<file path="src/lane_cpu_settings.svh">
`ifndef LANE_CPU_SETTINGS_SVH
`define LANE_CPU_SETTINGS_SVH

// Word memory size
`define MEM_WORDS 256
`define MEM_AW    8

// Register file size
`define NUM_REGS  8

`endif

</file>
<file path="src/lane_cpu_pkg.sv">
`default_nettype none

package lane_cpu_pkg;

  typedef logic [31:0] word_t;
  typedef logic [7:0]  led_t;

  // Instruction kind from bits 31:28, unlisted codes run as no-ops
  typedef enum logic [3:0] {
    op_addi  = 4'h0,
    op_add   = 4'h1,
    op_sub   = 4'h2,
    op_and   = 4'h3,
    op_or    = 4'h4,
    op_xor   = 4'h5,
    op_load  = 4'h6,
    op_store = 4'h7,
    op_rdsw  = 4'h8,
    op_led   = 4'h9,
    op_halt  = 4'hf
  } opcode_t;

  // Sequencer states
  typedef enum logic [2:0] {
    st_fetch,
    st_wait,
    st_exec,
    st_mem,
    st_halt
  } cpu_state_t;

endpackage

`default_nettype wire

</file>
<file path="src/exec_unit.sv">
`timescale 1ns/1ps
`default_nettype none
`include "lane_cpu_settings.svh"

module exec_unit
  import lane_cpu_pkg::*;
(
  input  wire                 fpga_clk1_50,
  input  wire                 rst_n,
  input  wire [3:0]           sw,
  output logic [`MEM_AW-1:0]  mem_addr,
  output logic                mem_rd,
  output logic                mem_wr,
  output logic [3:0]          mem_be,
  output word_t               mem_wdata,
  input  wire word_t          mem_rdata,
  output logic [2:0]          rs1_addr,
  output logic [2:0]          rs2_addr,
  output logic                rd_we,
  output logic [2:0]          rd_addr,
  output word_t               rd_data,
  input  wire word_t          rs1_data,
  input  wire word_t          rs2_data,
  output led_t                led,
  output logic                halted
);

  cpu_state_t          state;
  logic [`MEM_AW-1:0]  pc;
  word_t               instr;
  opcode_t             opcode;
  word_t               imm;
  word_t               alu_out;
  word_t               eff_addr;
  logic                writes_rd;

  // Field decode of the latched instruction
  assign opcode   = opcode_t'(instr[31:28]);
  assign rd_addr  = instr[26:24];
  assign rs1_addr = instr[22:20];
  assign rs2_addr = instr[18:16];
  assign imm      = {{16{instr[15]}}, instr[15:0]};

  // Word address for loads and stores
  assign eff_addr = rs1_data + imm;

  assign writes_rd = opcode inside {op_addi, op_add, op_sub, op_and, op_or, op_xor, op_rdsw};

  // ALU
  always_comb
  begin
    alu_out = '0;
    case (opcode)
      op_addi: alu_out = rs1_data + imm;
      op_add:  alu_out = rs1_data + rs2_data;
      op_sub:  alu_out = rs1_data - rs2_data;
      op_and:  alu_out = rs1_data & rs2_data;
      op_or:   alu_out = rs1_data | rs2_data;
      op_xor:  alu_out = rs1_data ^ rs2_data;
      op_rdsw: alu_out = {28'd0, sw};
      default: alu_out = '0;
    endcase
  end

  // Memory and register file strobes per state
  always_comb
  begin
    mem_addr  = pc;
    mem_rd    = 1'b0;
    mem_wr    = 1'b0;
    mem_be    = 4'b0000;
    // Store data always comes from rs2
    mem_wdata = rs2_data;
    rd_we     = 1'b0;
    rd_data   = alu_out;
    case (state)
      st_fetch:
      begin
        mem_rd = 1'b1;
      end
      st_exec:
      begin
        if (opcode == op_load)
        begin
          mem_addr = eff_addr[`MEM_AW-1:0];
          mem_rd   = 1'b1;
          mem_be   = 4'b1111;
        end
        else if (opcode == op_store)
        begin
          mem_addr = eff_addr[`MEM_AW-1:0];
          mem_wr   = 1'b1;
          mem_be   = 4'b1111;
        end
        else
        begin
          rd_we = writes_rd;
        end
      end
      st_mem:
      begin
        // Load data arrives here
        rd_we   = 1'b1;
        rd_data = mem_rdata;
      end
      default:
      begin
        mem_rd = 1'b0;
      end
    endcase
  end

  // Instruction latch
  always_ff @(posedge fpga_clk1_50)
  begin
    if (state == st_wait)
    begin
      instr <= mem_rdata;
    end
  end

  // Sequencer, PC, LEDs and halt flag
  always_ff @(posedge fpga_clk1_50)
  begin
    if (!rst_n)
    begin
      state  <= st_fetch;
      pc     <= '0;
      led    <= '0;
      halted <= 1'b0;
    end
    else
    begin
      case (state)
        st_fetch:
        begin
          state <= st_wait;
        end
        st_wait:
        begin
          pc    <= pc + 1'b1;
          state <= st_exec;
        end
        st_exec:
        begin
          state <= st_fetch;
          if (opcode == op_led)
          begin
            led <= rs1_data[7:0];
          end
          if (opcode == op_load)
          begin
            state <= st_mem;
          end
          else if (opcode == op_halt)
          begin
            state  <= st_halt;
            halted <= 1'b1;
          end
        end
        st_mem:
        begin
          state <= st_fetch;
        end
        st_halt:
        begin
          // Only reset leaves halt
          state <= st_halt;
        end
        default:
        begin
          state <= st_fetch;
        end
      endcase
    end
  end

endmodule

`default_nettype wire

</file>
<file path="config.mk">
export PLATFORM = sky130hd
export DESIGN_NAME = exec_unit
export DESIGN_NICKNAME = d
export VERILOG_FILES = /design/src/lane_cpu_pkg.sv /design/src/exec_unit.sv
export VERILOG_INCLUDE_DIRS = /design/src /design/src/src
export SDC_FILE = /design/constraint.sdc
export NUM_CORES = 1
export LEC_CHECK = 0
export ABC_AREA = 0
export ABC_CLOCK_PERIOD_IN_PS = 6400
export BUFFER_PORTS_ARGS = -buffer_cell sky130_fd_sc_hd__buf_2
export CAP_MARGIN = 15
export CORE_ASPECT_RATIO = 1.25
export CORE_MARGIN = 3
export CORE_UTILIZATION = 35
export CTS_CLUSTER_DIAMETER = 120
export DETAILED_ROUTE_END_ITERATION = 10
export MAX_ROUTING_LAYER = met4
export PLACE_DENSITY = 0.6
export SYNTH_ARGS = -nofsm -noshare
export SYNTH_HDL_FRONTEND = slang
export SYNTH_SLANG_ARGS = --single-unit
export TNS_END_PERCENT = 100
</file>
<file path="constraint.sdc">
create_clock -name fpga_clk1_50 -period 6.4 [get_ports fpga_clk1_50]
set_clock_uncertainty 0.2 [all_clocks]
set_input_delay 0.32 -clock fpga_clk1_50 [delete_from_list [all_inputs] [get_ports fpga_clk1_50]]
set_output_delay 0.32 -clock fpga_clk1_50 [all_outputs]
set_load 0.01 [all_outputs]
</file>
### After elaboration in Yosys (flattened, before gate mapping)

Index checks and enable logic that the tools add are counted.

| storage, ports and cells | value |
|---|---|
| register bits after elaboration | 52 |
| bits of input ports | 102 |
| word-level logic and storage cells | 51 |

| cells by class | value |
|---|---|
| $add $sub $neg | 4 |
| eq/ne operators | 14 |
| multiplexer cells | 19 |
| bitwise operators | 4 |
| reductions and logical operators | 5 |

Operators with widths:

| kind | count |
|---|---|
| one-hot mux 32 bit (7 select lines) | 1 |
| adder 32 bit | 2 |
| bitwise AND 32 bit | 1 |
| two-way mux 32 bit | 1 |
| bitwise OR 32 bit | 1 |
| subtractor 32 bit | 1 |
| XOR 32 bit | 1 |
| two-way mux 8 bit | 3 |
| == test 4 x 3 -> 1 bit, second input constant | 4 |
| == test 4 bit, second input constant | 3 |
| two-way mux 4 bit | 3 |
| one-hot mux 3 bit (4 select lines) | 1 |
| adder 8 x 1 -> 8 bit, second input constant | 1 |
| == test 4 x 2 -> 1 bit, second input constant | 2 |
| nonzero test 7 bit | 1 |
| == test 3 x 2 -> 1 bit, second input constant | 2 |
| two-way mux 1 bit | 6 |
| two-way mux 3 bit | 2 |
| == test 4 x 1 -> 1 bit, second input constant | 1 |
| logical NOT 4 bit | 1 |
| one-hot mux 1 bit (2 select lines) | 2 |
| == test 3 x 1 -> 1 bit, second input constant | 1 |
| == test 3 bit, second input constant | 1 |
| logical NOT 3 bit | 1 |
| 3 further kinds | 3 |

### Longest topological paths before layout

| logic depth | value |
|---|---|
| depth after elaboration | 5 |
| gate-level depth with buffers | 19 |
| depth with buffers taken out | 18 |

### Worst setup path before layout

Ideal clock, no wire load.

| path | value |
|---|---|
| path type | reg2out |
| start | register instr[31] |
| end | output port rd_data[30] |
| arrival time | 3765 ps |
| data required time | 5880 ps |
| slack | 2115 ps |
| cell stages (with the launch flop) | 16 |
| cells stage by stage | edfxtp_1 clkbuf_1 nor3_1 clkbuf_1 nor2_1 xnor2_1 ha_1 nand2_1 nor2_1 o21ai_1 o31a_1 nand2_1 a21oi_1 a2111oi_0 mux2_2 o221ai_1 |

| between the ends | value |
|---|---|
| word-level cells in the longest chain between the ends | 3 |

Ends and longest elaborated chain:

| element | line | text |
|---|---|---|
| start, declared | exec_unit.sv:30 | `word_t instr;` |
| start signal, assigned | exec_unit.sv:118 | `instr <= mem_rdata;` |
| == test 4 bit (tied with other cells) | exec_unit.sv:53 | `case (opcode)` |
| one-hot mux 32 bit (7 select lines) (*) | exec_unit.sv:53 |  |
| two-way mux 32 bit (*) | exec_unit.sv:76 | `case (state)` |
| end, declared | exec_unit.sv:21 | `output word_t rd_data,` |

Every way passes the cells marked *; elsewhere a longest branch is shown, timed or not.

### Worst setup path in the final report

Ends and elaborated chain as after synthesis.

==> flow_metrics.py <==
metrics = {
    "status": {
        "status": "finished clean",
    },
    "die": {
        "die_w_um": 144,
        "fp.coreArea_um2": 23300,
        "rows": 62,
        "initial_utilization": 0.360,
        "io_pins": 199,
        "die_area_um2": 25900,
        "die_y_um": 179,
    },
    "setup_path": {
        "path_cells": "nor2_1, nand2_1, nand2_1, o21ai_0, fa_1, nor2b_1, o2111ai_1, a21oi_1, o2111ai_1, nand2_1, a21oi_1, a2111oi_0, mux2_2, o221ai_1, buf_2",
        "startpoint_type": "flip-flop",
        "cp_max_fo": 18,
        "r2r-start": "state[0]",
        "worstSetupEndpointType": "primary output",
        "cp_slowest_cell": "edfxtp_1",
        "crit_type": "flip-flop to primary output",
        "cp_num_cells": 15,
        "cp.required_ns": 5.88,
        "cp_top_family": "compound AO/OA/AOI/OAI gates",
        "rrSetupSlack_ns": 4.27,
        "cpMostUsedCell": "nand2_1",
        "crit_path_end": "rd_data[30]",
        "crit_start": "instr[31]",
        "crit_arrival_ns": 4.86,
        "r2r_cells": 6,
        "r2r-end": "pc[6]",
        "critPathBufInv": 1,
        "max_stage_delay_ns": 0.59,
    },
    "cts": {
        "tritoncts": "yes",
        "clockBufferDepth": 2,
        "clkLatencyLatePin_ns": 0.31,
        "cts_buffers": 5,
        "post-cts-setup-buffers": 0,
        "cts_resized": 0,
        "cts.sinks": 49,
        "cts.clk_slew.worst_paths_ns": 0.08,
        "clockRootBuffer": "clkbuf_16",
        "h-tree-depth": 2,
    },
    "synthesis": {
        "yosys.area.top_type": "ha_1",
        "synth_area_um2": 8390,
        "syn-instance-count": 1096,
        "syn_nets": 1328,
        "ys_seq_area_frac": 0.152,
        "synth_edf_count": 29,
        "synth_ff_type": "edfxtp_1",
        "avgSynthCellArea_um2": 7.65,
        "ys.warnings.count": 0,
        "synthTopCellsByCount": "ha_1, nand2_1, a21oi_1",
        "synth-seq-cells": 49,
        "yosysMostFrequentCell": "ha_1",
        "synth_top_area_share": 0.191,
        "yosys-top-cells-area": "ha_1, edfxtp_1, xnor2_1",
        "async_reset_ff_frac": 0,
        "ys_types": 79,
    },
    "cells_and_area": {
        "drive_gt1_frac": 0.197,
        "multi_input_area_um2": 6350,
        "syn_to_final_growth_pct": 14.6,
        "final_util": 0.413,
        "finalInstanceArea_um2": 9610,
        "nFillCells": 2446,
        "diodes": 0,
        "seqCellArea_um2": 1270,
        "final_nets": 1465,
    },
    "grt": {
        "overflow": 0,
        "grt_pass1_wl_um": 45300,
        "grt_max_degree": 36,
        "grt_usage": 0.231,
        "antenna_found_initial": 0,
        "grt_pass1_vias": 8108,
    },
    "sta": {
        "maxSlewHeadroom": 0.235,
        "setup-tns-final_ns": 0,
        "hold_viol": 0,
        "max_freq_mhz": 186,
        "finalCritPeriodShare": 0.840,
        "grt_setup_unrepaired": "false",
        "period_needed_ns": 5.38,
        "setup_viol": 0,
        "final.setup.worst_slack_ns": 1.02,
        "tightest_slew_ns": 1.12,
        "slew_viol_final": 0,
    },
    "drt": {
        "routed_wl_um": 30300,
        "routedWlPerCell_um": 19.9,
        "num_vias": 8693,
        "dr.pass1.iters": 5,
        "drt_iter0_markers": 494,
        "vias_per_cell": 5.71,
        "ant_nets": 0,
        "drc_errors": 0,
    },
    "placed_design": {
        "gp_congestion": 0.958,
        "place_area_um2": 9340,
        "place_ws_ns": 1.32,
        "dpl.hpwl_um": 24100,
        "port_buffers": 198,
    },
    "power": {
        "p_leak_nw": 4.55,
        "powerDensity_nw_per_um2": 150,
        "report.power.total_mw": 1.45,
        "peakVddDrop_v": 0.0000830,
    },
    "min_path": {
        "hold_path_class": "primary input to flip-flop",
    },
    "job": {
        "drv_cap": 0,
    },
}
[metal layers]
layer / global-route usage / part of all wire
met5: - / 0
met4: 0.0754 / 0.030
met3: 0.0200 / 0.052
met2: 0.384 / 0.48
met1: 0.296 / 0.44
[cells in the final DEF (no fill, tap or decap), drive strengths merged, types with 29 or more instances in the layout]
cell	synthesis	layout
edfxtp	29	29
a21o	36	36
buf	51	208
a21oi	88	88
o21ai	83	83
inv	77	80
ha	128	128
xnor2	65	65
nor2	74	74
nand2	100	100
[power by group]
group | switching, mW | internal, mW | leakage, nW | total [mW]
clock | 0.146 | 0.149 | 0.0751 | 0.295
sequential | 0.0162 | 0.354 | 0.435 | 0.370
combinational | 0.473 | 0.307 | 4.04 | 0.780
total | 0.636 | 0.810 | 4.55 | 1.45
[worst min-delay path by stage]
stage / from / end / slack [ns] / cells past startpoint
4_1_cts: mem_rdata[15] / instr[15] / 0.002 / 1
5_1_grt: mem_rdata[3] / instr[3] / 0.002 / 1
6_report: mem_rdata[0] / instr[0] / 0.01 / 1
2_1_floorplan: mem_rdata[0] / instr[0] / 0.22 / 0
3_3_place_gp: halted / halted / 0.24 / 1
3_5_place_dp: halted / halted / 0.25 / 1
[state kept, by name, indices dropped and copies added (netlist names)]
signal / cells
halted: 1
instr: 29
led: 8
pc: 8
state: 3
[logic make-up (layout without fill, tap and decap cells)]
group | count (synthesis) | in the layout | share of synthesized area
adders and majority gates | 130 | 130 | 0.196
DFF | 49 | 49 | 0.152
buffers and inverters | 167 | 305 | 0.0955
AOI/OAI and AO/OA | 357 | 357 | 0.281
muxes | 6 | 6 | 0.00761
and+or+nand+nor | 298 | 298 | 0.174
xor gates and xnor gates | 89 | 89 | 0.0938
[repair_timing]
| item | CTS | global route |
|---|---|---|
| hold endpoints to repair | 12 | 0 |
| hold buffers | 12 | 0 |
| setup endpoints to repair | 0 | 0 |
[layout make-up]
class | instances | share of cell area
Multi-Input combinational cell | 880 | 0.661
Sequential cell | 49 | 0.132
Timing Repair Buffer | 220 | 0.123
Tap cell | 288 | 0.0375
Inverter | 77 | 0.0301
Clock buffer | 5 | 0.0130
Clock inverter | 3 | 0.00247
[through the flow]
step / hold slack [ns] / cells
after floorplan: 0.219 / 1096
after global placement: 0.242 / 1502
after detailed placement: 0.252 / 1502
after CTS: 0.00198 / 1522
after global routing: 0.00207 / 1522
final: 0.00986 / 1522
Power figures use the tool's default switching activity.
