===== src/lane_cpu_settings.svh =====
`ifndef LANE_CPU_SETTINGS_SVH
`define LANE_CPU_SETTINGS_SVH

// Word memory size
`define MEM_WORDS 256
`define MEM_AW    8

// Register file size
`define NUM_REGS  8

`endif


===== src/lane_cpu_pkg.sv =====
`default_nettype none

package lane_cpu_pkg;

  typedef logic [31:0] word_t;
  typedef logic [7:0]  led_t;

  // Instruction kind from bits 31:28, unlisted codes run as no-ops
  typedef enum logic [3:0] {
    op_addi  = 4'h0,
    op_add   = 4'h1,
    op_sub   = 4'h2,
    op_and   = 4'h3,
    op_or    = 4'h4,
    op_xor   = 4'h5,
    op_load  = 4'h6,
    op_store = 4'h7,
    op_rdsw  = 4'h8,
    op_led   = 4'h9,
    op_halt  = 4'hf
  } opcode_t;

  // Sequencer states
  typedef enum logic [2:0] {
    st_fetch,
    st_wait,
    st_exec,
    st_mem,
    st_halt
  } cpu_state_t;

endpackage

`default_nettype wire


===== src/reg_file.sv =====
`timescale 1ns/1ps
`default_nettype none
`include "lane_cpu_settings.svh"

module reg_file
  import lane_cpu_pkg::*;
(
  input  wire         fpga_clk1_50,
  input  wire         rst_n,
  input  wire [2:0]   rs1_addr,
  input  wire [2:0]   rs2_addr,
  input  wire [2:0]   rd_addr,
  input  wire         rd_we,
  input  wire word_t  rd_data,
  output word_t       rs1_data,
  output word_t       rs2_data
);

  word_t regs [0:`NUM_REGS-1];

  always_ff @(posedge fpga_clk1_50)
  begin
    if (!rst_n)
    begin
      for (int i = 0; i < `NUM_REGS; i++)
      begin
        regs[i] <= '0;
      end
    end
    else if (rd_we && (rd_addr != 3'd0))
    begin
      // Register zero is never written
      regs[rd_addr] <= rd_data;
    end
  end

  // Combinational reads, register zero forced to zero
  assign rs1_data = (rs1_addr == 3'd0) ? '0 : regs[rs1_addr];
  assign rs2_data = (rs2_addr == 3'd0) ? '0 : regs[rs2_addr];

endmodule

`default_nettype wire


===== config.mk =====
export PLATFORM = sky130hd
export DESIGN_NAME = reg_file
export DESIGN_NICKNAME = d
export VERILOG_FILES = /design/src/lane_cpu_pkg.sv /design/src/reg_file.sv
export VERILOG_INCLUDE_DIRS = /design/src /design/src/src
export SDC_FILE = /design/constraint.sdc
export NUM_CORES = 1
export LEC_CHECK = 0
export BUFFER_PORTS_ARGS = -buffer_cell sky130_fd_sc_hd__buf_2
export CORE_MARGIN = 2
export CORE_UTILIZATION = 45
export CTS_CLUSTER_DIAMETER = 150
export CTS_CLUSTER_SIZE = 30
export DETAILED_ROUTE_END_ITERATION = 6
export HOLD_SLACK_MARGIN = 0.15
export PLACE_DENSITY_LB_ADDON = 0.3
export SETUP_SLACK_MARGIN = 0.5
export SLEW_MARGIN = 20
export SYNTH_ARGS = -nofsm -noshare
export SYNTH_HDL_FRONTEND = slang
export SYNTH_SLANG_ARGS = --single-unit

===== constraint.sdc =====
create_clock -name fpga_clk1_50 -period 5.9 [get_ports fpga_clk1_50]
set_input_delay 0 -clock fpga_clk1_50 [delete_from_list [all_inputs] [get_ports fpga_clk1_50]]
set_output_delay 0 -clock fpga_clk1_50 [all_outputs]
set_load 0.01 [all_outputs]

== Yosys cells after proc, flatten, opt, wreduce, memory -nomap -nowiden ==
Memories as Yosys holds them, arrays and structs flattened.
Cells that the tools add are included.
Storage, ports and cells
  flip-flop bits (word level): 0
  output and inout bits: 64
  memories kept: 1
  word-level logic and storage cells: 15
  RAM bits: 256
Memories
  regs: depth 8, width 32, rd ports 2, clocked after Yosys merged registers in 0, wr ports 8, line reg_file.sv:19  | word_t regs [0:`NUM_REGS-1];
Operators by class
  muxes and demuxes: 9
  reductions and logical operators: 5
Operators with widths (count)
  32-bit 2-to-1 mux: 3
  32-bit OR reduction: 1
  3-bit zero test: 2
  1-bit 2-to-1 mux: 5
  3-bit 2-to-1 mux: 1
  3-bit nonzero test: 1
  1-bit logical AND: 1

== Logic depth before layout (Yosys ltp) ==
Gate-level depths: netlist of run 1.
  depth in word-level cells: 7
  depth in mapped cells: 6

== Worst setup path after synthesis of run 1 ==
No wires, ideal clock.
  path type: input to register
  start: input port rst_n
  end: memory regs[1][0] (netlist bit) (enable)
  cell stages on the path: 3
  setup slack: 2.796 ns
  arrival time: 2.639 ns
  buffers on the path: 1
  cell sequence: buf_2 -> nand3b_1 -> o21ai_0
RTL lines
  start, declared: line reg_file.sv:9  | input wire rst_n,
  end, declared: line reg_file.sv:19

==> results.ini, run 1 <==
[global_routing]
track_usage = 0.221
grt_pass1_vias = 7988
antenna_found_initial = 0
globalRouteOverflowTotal = 0
grt_max_degree = 61
grt_pass1_wl_um = 48000

[power]
clkPwrFrac = 0.254
seqPwrFrac = 0.584
peakVddDrop_mv = 0.141
p_sw_w = 0.000845
swShare = 0.259
p_leak_nw = 5.03
total_power_w = 0.00326
internal_power_w = 0.00242
combPwrFrac = 0.162
pwr_density_cell_mw_per_mm2 = 239

[die]
core-area_mm2 = 0.0270
die_h_um = 170
num_rows = 60
design.portCount = 108
fp.dieArea_mm2 = 0.0287
die_x_um = 170
initial_core_util = 0.458

[synthesis]
syn-num-nets = 926
synth.distinct_cells = 30
ys_ff_latch = 224
post_synth.cell_area_avg_um2 = 14.0
synth_area_mm2 = 0.0123
ys_warn_count = 0
postSynthCellCount = 882
synth_flop_cell = edfxtp_1
ys_seq_area_frac = 0.545
synth-edff-count = 224
yosysTopAreaCellShare = 0.545
synth_area_leaders = edfxtp_1, and2_1, mux2i_1
synth_area_leader_cell = edfxtp_1
synthArstFlopShare = 0

[layout]
num-fill-cells = 2261
area_growth_syn_to_layout_pct = 10.4
largestRegisters = regs x224
nets = 1014
largest-register = regs
final_cell_mix = and2_1, edfxtp_1, mux2i_1
n_antenna_cell = 0
final_cells = 1310
drive_above_1_share = 0.280
layout_commonest_cell = and2_1
utilization = 0.505
largest_register_ffs = 224

[detailed_routing]
avgViaCountPerCell = 5.95
wire_per_inst_um = 24.4
drc = 0
dr.first_iter.drc_count = 547
first_pass_iters = 5
num_vias = 7797
detail-route-antenna-nets = 0
routed_wl_um = 31900

[timing]
fin_setup_tns_ps = 0
final-hold-violation-count = 0
worstMarginPinSlew_ps = 1090
fin_crit_ps = 2630
setup_violations = 0
relSlewSlack = 0.272
max_freq_mhz = 381
post-route-period-util = 0.445
setup_slack_ps = 3270
final_max_slew_viol_count = 0
rsz0062_at_grt = false

[run_status]
status = complete, no violations

[setup_path]
worstPathRequired_ps = 6010
arrival_ps = 2730
path_max_fanout = 33
worst-setup-path-type = in -> reg
worstSetupEndpointType = flip-flop
start_kind = input pin

[hold_path]
hold_path.class = in -> reg
hold_depth = 4
whs_endpoint = regs[2][9]$_SDFFCE_PN0P_
min_from = rd_addr[0]

[cts]
cts_buffer_depth = 3
post_cts_buffers = 0
cts_resized = 0
cts_sinks = 224
cts_tree = done
cts_inserted_buffers = 11
path_clk_slew_ps = 110
h-tree-depth = 1
holdBufCountCts = 33
cts_root_buffer = clkbuf_16

[placement]
place.gp.congestion = 0.740
dp_hpwl_um = 17800
place_inst = 1264
dpl_worst_slack_ps = 3290
io_buffer_count = 107

[job]
maxCapViolCount = 0

[synth_stat cells, types with 2 or more instances]
| cell type | n |
|---|---|
| edfxtp_1 | 224 |
| o21ai_0 | 6 |
| a311oi_1 | 4 |
| buf_6 | 15 |
| nand2_1 | 2 |
| and2_1 | 226 |
| buf_2 | 22 |
| buf_12 | 2 |
| a221oi_1 | 70 |
| clkbuf_1 | 11 |
| mux2i_1 | 124 |
| buf_1 | 3 |
| nor2b_1 | 6 |
| buf_8 | 5 |
| a221oi_2 | 52 |
| clkbuf_2 | 18 |
| nand2b_1 | 4 |
| a211oi_1 | 4 |
| mux2_2 | 64 |
| nor2_1 | 6 |
| buf_4 | 5 |
[how the worst max path moves through the flow]
| stage | slack (ps) | from | cells after the start | to |
|---|---|---|---|---|
| finish | 3270 | rst_n | 6 | regs[2][1]$_SDFFCE_PN0P_ |
| global route | 3110 | rst_n | 6 | regs[2][6]$_SDFFCE_PN0P_ |
| CTS | 3250 | rst_n | 6 | regs[2][8]$_SDFFCE_PN0P_ |
| detailed placement | 3290 | rst_n | 5 | regs[2][14]$_SDFFCE_PN0P_ |
| global placement | 3310 | rst_n | 5 | regs[2][14]$_SDFFCE_PN0P_ |
| floorplan | 2800 | rst_n | 3 | regs[1][0]$_SDFFCE_PN0P_ |
[through the flow]
step	instance area, µm²	hold slack (ps)
after global placement	13000	347
after CTS	13600	311
after floorplan	12300	198
final	13600	318
after global routing	13600	350
after detailed placement	13000	353
[cell families (layout without fill, tap and decap cells)]
logic type,count (synthesis),in the layout,synth area share
buffers and inverters,82,169,0.0469
DFF,224,224,0.545
AOI/OAI and AO/OA,139,139,0.122
and+or+nand+nor,249,249,0.126
muxes,188,188,0.159
[final cells by class]
class	instances	area, µm²	area share
tap	341	427	0.0313
multi-input combinational	576	5160	0.379
timing repair buffer	156	1010	0.0742
clock buffer	11	275	0.0202
clock inverter	1	16.3	0.00119
inverter	1	3.75	0.000276
sequential	224	6730	0.494
[power by group through the flow]
stage / clock network (W) / registers [W] / logic [W]
after floorplan: 0 / 0.00193 / 0.000343
after CTS: 0.000839 / 0.00190 / 0.000528
after global routing: 0.000882 / 0.00192 / 0.000564
final: 0.000829 / 0.00190 / 0.000527
after detailed placement: 0 / 0.00194 / 0.000510
after global placement: 0 / 0.00194 / 0.000504
[routing by layer]
layer	share of wire	vias up	global-route usage
met4	0.021	0	0.0587
met1	0.43	3960	0.289
met3	0.041	46	0.0191
li1	-	3580	-
met5	0	-	0
met2	0.51	211	0.396
[worst max-delay path: stages]
cell           delay, ps
dlygate4sd3_1        520
buf_2                340
nand3_2              360
nor3_4               210
buf_4                380
nand2b_2             880
Power figures use the tool's default switching activity.
==> run 2, diff against run 1 <==
==> constraint.sdc (replaced) <==
create_clock -name fpga_clk1_50 -period 2.71 [get_ports fpga_clk1_50]
set_input_delay 0 -clock fpga_clk1_50 [delete_from_list [all_inputs] [get_ports fpga_clk1_50]]
set_output_delay 0 -clock fpga_clk1_50 [all_outputs]
set_load 0.01 [all_outputs]
==> run 2 against run 1 <==
Critical path depth stayed put. Routed wire length is 8.9% higher. Worst hold slack worse by 76 ps.
==> results.ini, run 2 (synthesis gave the netlist of run 1 again) <==
[timing]
relSlewSlack = 0.346  ; +0.0744
final-hold-violation-count = 0  ; unchanged
worstMarginPinSlew_ps = 980  ; -112 ps
setup_violations = 0  ; unchanged
max_freq_mhz = 538
rsz0062_at_grt = false
post-route-period-util = 0.686
hold_ws_ps = 242  ; -76.0 ps
final_max_slew_viol_count = 0  ; unchanged
fin_crit_ps = 1860

[cts]
path_clk_slew_ps = 110  ; about the same
cts_buffer_depth = 3  ; unchanged
cts_sinks = 224  ; unchanged
cts_root_buffer = clkbuf_16
h-tree-depth = 1  ; unchanged
post_cts_buffers = 0  ; unchanged
cts_inserted_buffers = 11  ; unchanged
cts_tree = done

[die]
num_rows = 60  ; unchanged
initial_core_util = 0.458  ; unchanged
design.portCount = 108  ; unchanged
fp.dieArea_mm2 = 0.0287  ; unchanged
core-area_mm2 = 0.0270  ; unchanged
die_h_um = 170  ; unchanged
die_x_um = 170  ; unchanged

[setup_path]
path_max_fanout = 26  ; -21%
critPathMaxStageDelay_ps = 490  ; -390 ps
arrival_ps = 1860  ; -870 ps
start_kind = input pin
worst-setup-path-type = in -> out
worstSetupEndpointType = primary output
cpMostUsedCell = buf_4
worstPathRequired_ps = 2710  ; -3300 ps
crit_chain = buf_4 > buf_4 > mux2_2 > a221oi_2 > a221oi_1 > buf_2
cp-startpoint = rs2_addr[1]
slowest_stage = buf_4

[hold_path]
min_from = rst_n
hold_path.class = in -> reg

[placement]
dp_hpwl_um = 20600  ; +15%
place_inst = 1287  ; +1.8%
io_buffer_count = 107  ; unchanged
place.gp.congestion = 0.783  ; +5.8%

[layout]
nets = 1035  ; +2.1%
utilization = 0.511  ; +0.00604
largest-register = regs
area_growth_syn_to_layout_pct = 11.8
largest_register_ffs = 224  ; unchanged
layout_commonest_cell = and2_1
largestRegisters = regs x224
final_cells = 1332  ; +1.7%
num-fill-cells = 2306  ; +2.0%
final_cell_mix = and2_1, edfxtp_1, mux2i_1
drive_above_1_share = 0.296  ; +0.0163

[detailed_routing]
num_vias = 8178  ; +4.9%
routed_wl_um = 34800  ; +8.9%
drc = 0  ; unchanged
dr.first_iter.drc_count = 768  ; +40%
wire_per_inst_um = 26.1  ; +7.1%
first_pass_iters = 5  ; unchanged
avgViaCountPerCell = 6.14  ; +3.2%
detail-route-antenna-nets = 0  ; unchanged

[global_routing]
antenna_found_initial = 2  ; +2
track_usage = 0.240  ; +0.0193
grt_pass1_wl_um = 51700  ; +7.5%
globalRouteOverflowTotal = 0  ; unchanged
grt_max_degree = 98  ; +61%
grt_pass1_vias = 8201  ; +2.7%

[job]
maxCapViolCount = 0  ; unchanged

[power]
clkPwrFrac = 0.255  ; about the same
pwr_density_cell_mw_per_mm2 = 521  ; +120%
combPwrFrac = 0.167  ; +0.005
swShare = 0.265  ; +0.00625
seqPwrFrac = 0.578  ; -0.006
internal_power_w = 0.00528  ; +120%
p_leak_nw = 5.14  ; +2.3%
p_sw_w = 0.00191  ; +130%
peakVddDrop_mv = 0.351  ; +150%

[run_status]
status = complete, no violations

==> run 2: cell count changes in the layout (fill, tap and decap cells not counted) <==
| cell | delta |
|---|---|
| diode_2 | +1 |
| dlygate4sd3_1 | -1 |
| buf_16 | -1 |
| buf_4 | +19 |
| nor2_4 | -5 |
| buf_12 | +4 |
| nor2_2 | +5 |
==> run 2: routing by layer <==
metal | share of wire | wire [µm] | vias to the layer above | track usage
li1 | - | - | 3630 | -
met1 | 0.45 | 15500 | 4189 | 0.338
met2 | 0.48 | 16500 | 328 | 0.401
met3 | 0.066 | 2280 | 31 | 0.0326
met4 | 0.012 | 423 | 0 | 0.0487
met5 | 0 | 0 | - | 0
==> run 2: worst max-delay path: cells and delay by family <==
family / cells / cell delay [ps]
buffers and inverters: 3 / 1060
muxes: 1 / 400
AOI/OAI and AO/OA: 2 / 360
==> run 2: final cells by class <==
class	instances	area, µm²	share of cell area
multi-input cells	576	5140	0.373
inverters	1	3.75	0.000272
clock inverters	1	16.3	0.00118
repair buffers	177	1200	0.0868
clock buffers	11	275	0.0200
diodes	1	2.50	0.000182
well taps	341	427	0.0310
flip-flops and latches	224	6730	0.488
==> run 2: path summary, 6_finish.rpt <==
kind / cells after the start / to / slack (ps)
setup / recovery: 6 / rs2_data[15] / 850
hold / removal: 2 / regs[6][11]$_SDFFCE_PN0P_ / 240
==> run 2: stage by stage <==
stage               setup TNS, ps  setup WS [ps]  total power [W]  area [µm²]
floorplan                  -33950           -354          0.00494       12300
global placement                0            819          0.00537       13200
detailed placement              0            768          0.00538       13200
CTS                             0            870          0.00718       13800
global route                    0            755          0.00739       13800
finish                          0            850          0.00718       13800
==> run 2: timing repair <==
item	in CTS	in global routing
endpoints found under the hold margin	224	0
resized for setup	0	0
endpoints found under the setup margin	0	0
hold buffers	32	0
==> run 2: power by group through the flow <==
stage                     clock network, W  registers [W]  logic [W]
after global routing               0.00194        0.00417    0.00128
after global placement                   0        0.00422    0.00115
after detailed placement                 0        0.00422    0.00116
after floorplan                          0        0.00419   0.000748
after CTS                          0.00184        0.00415    0.00120
final                              0.00183        0.00415    0.00120
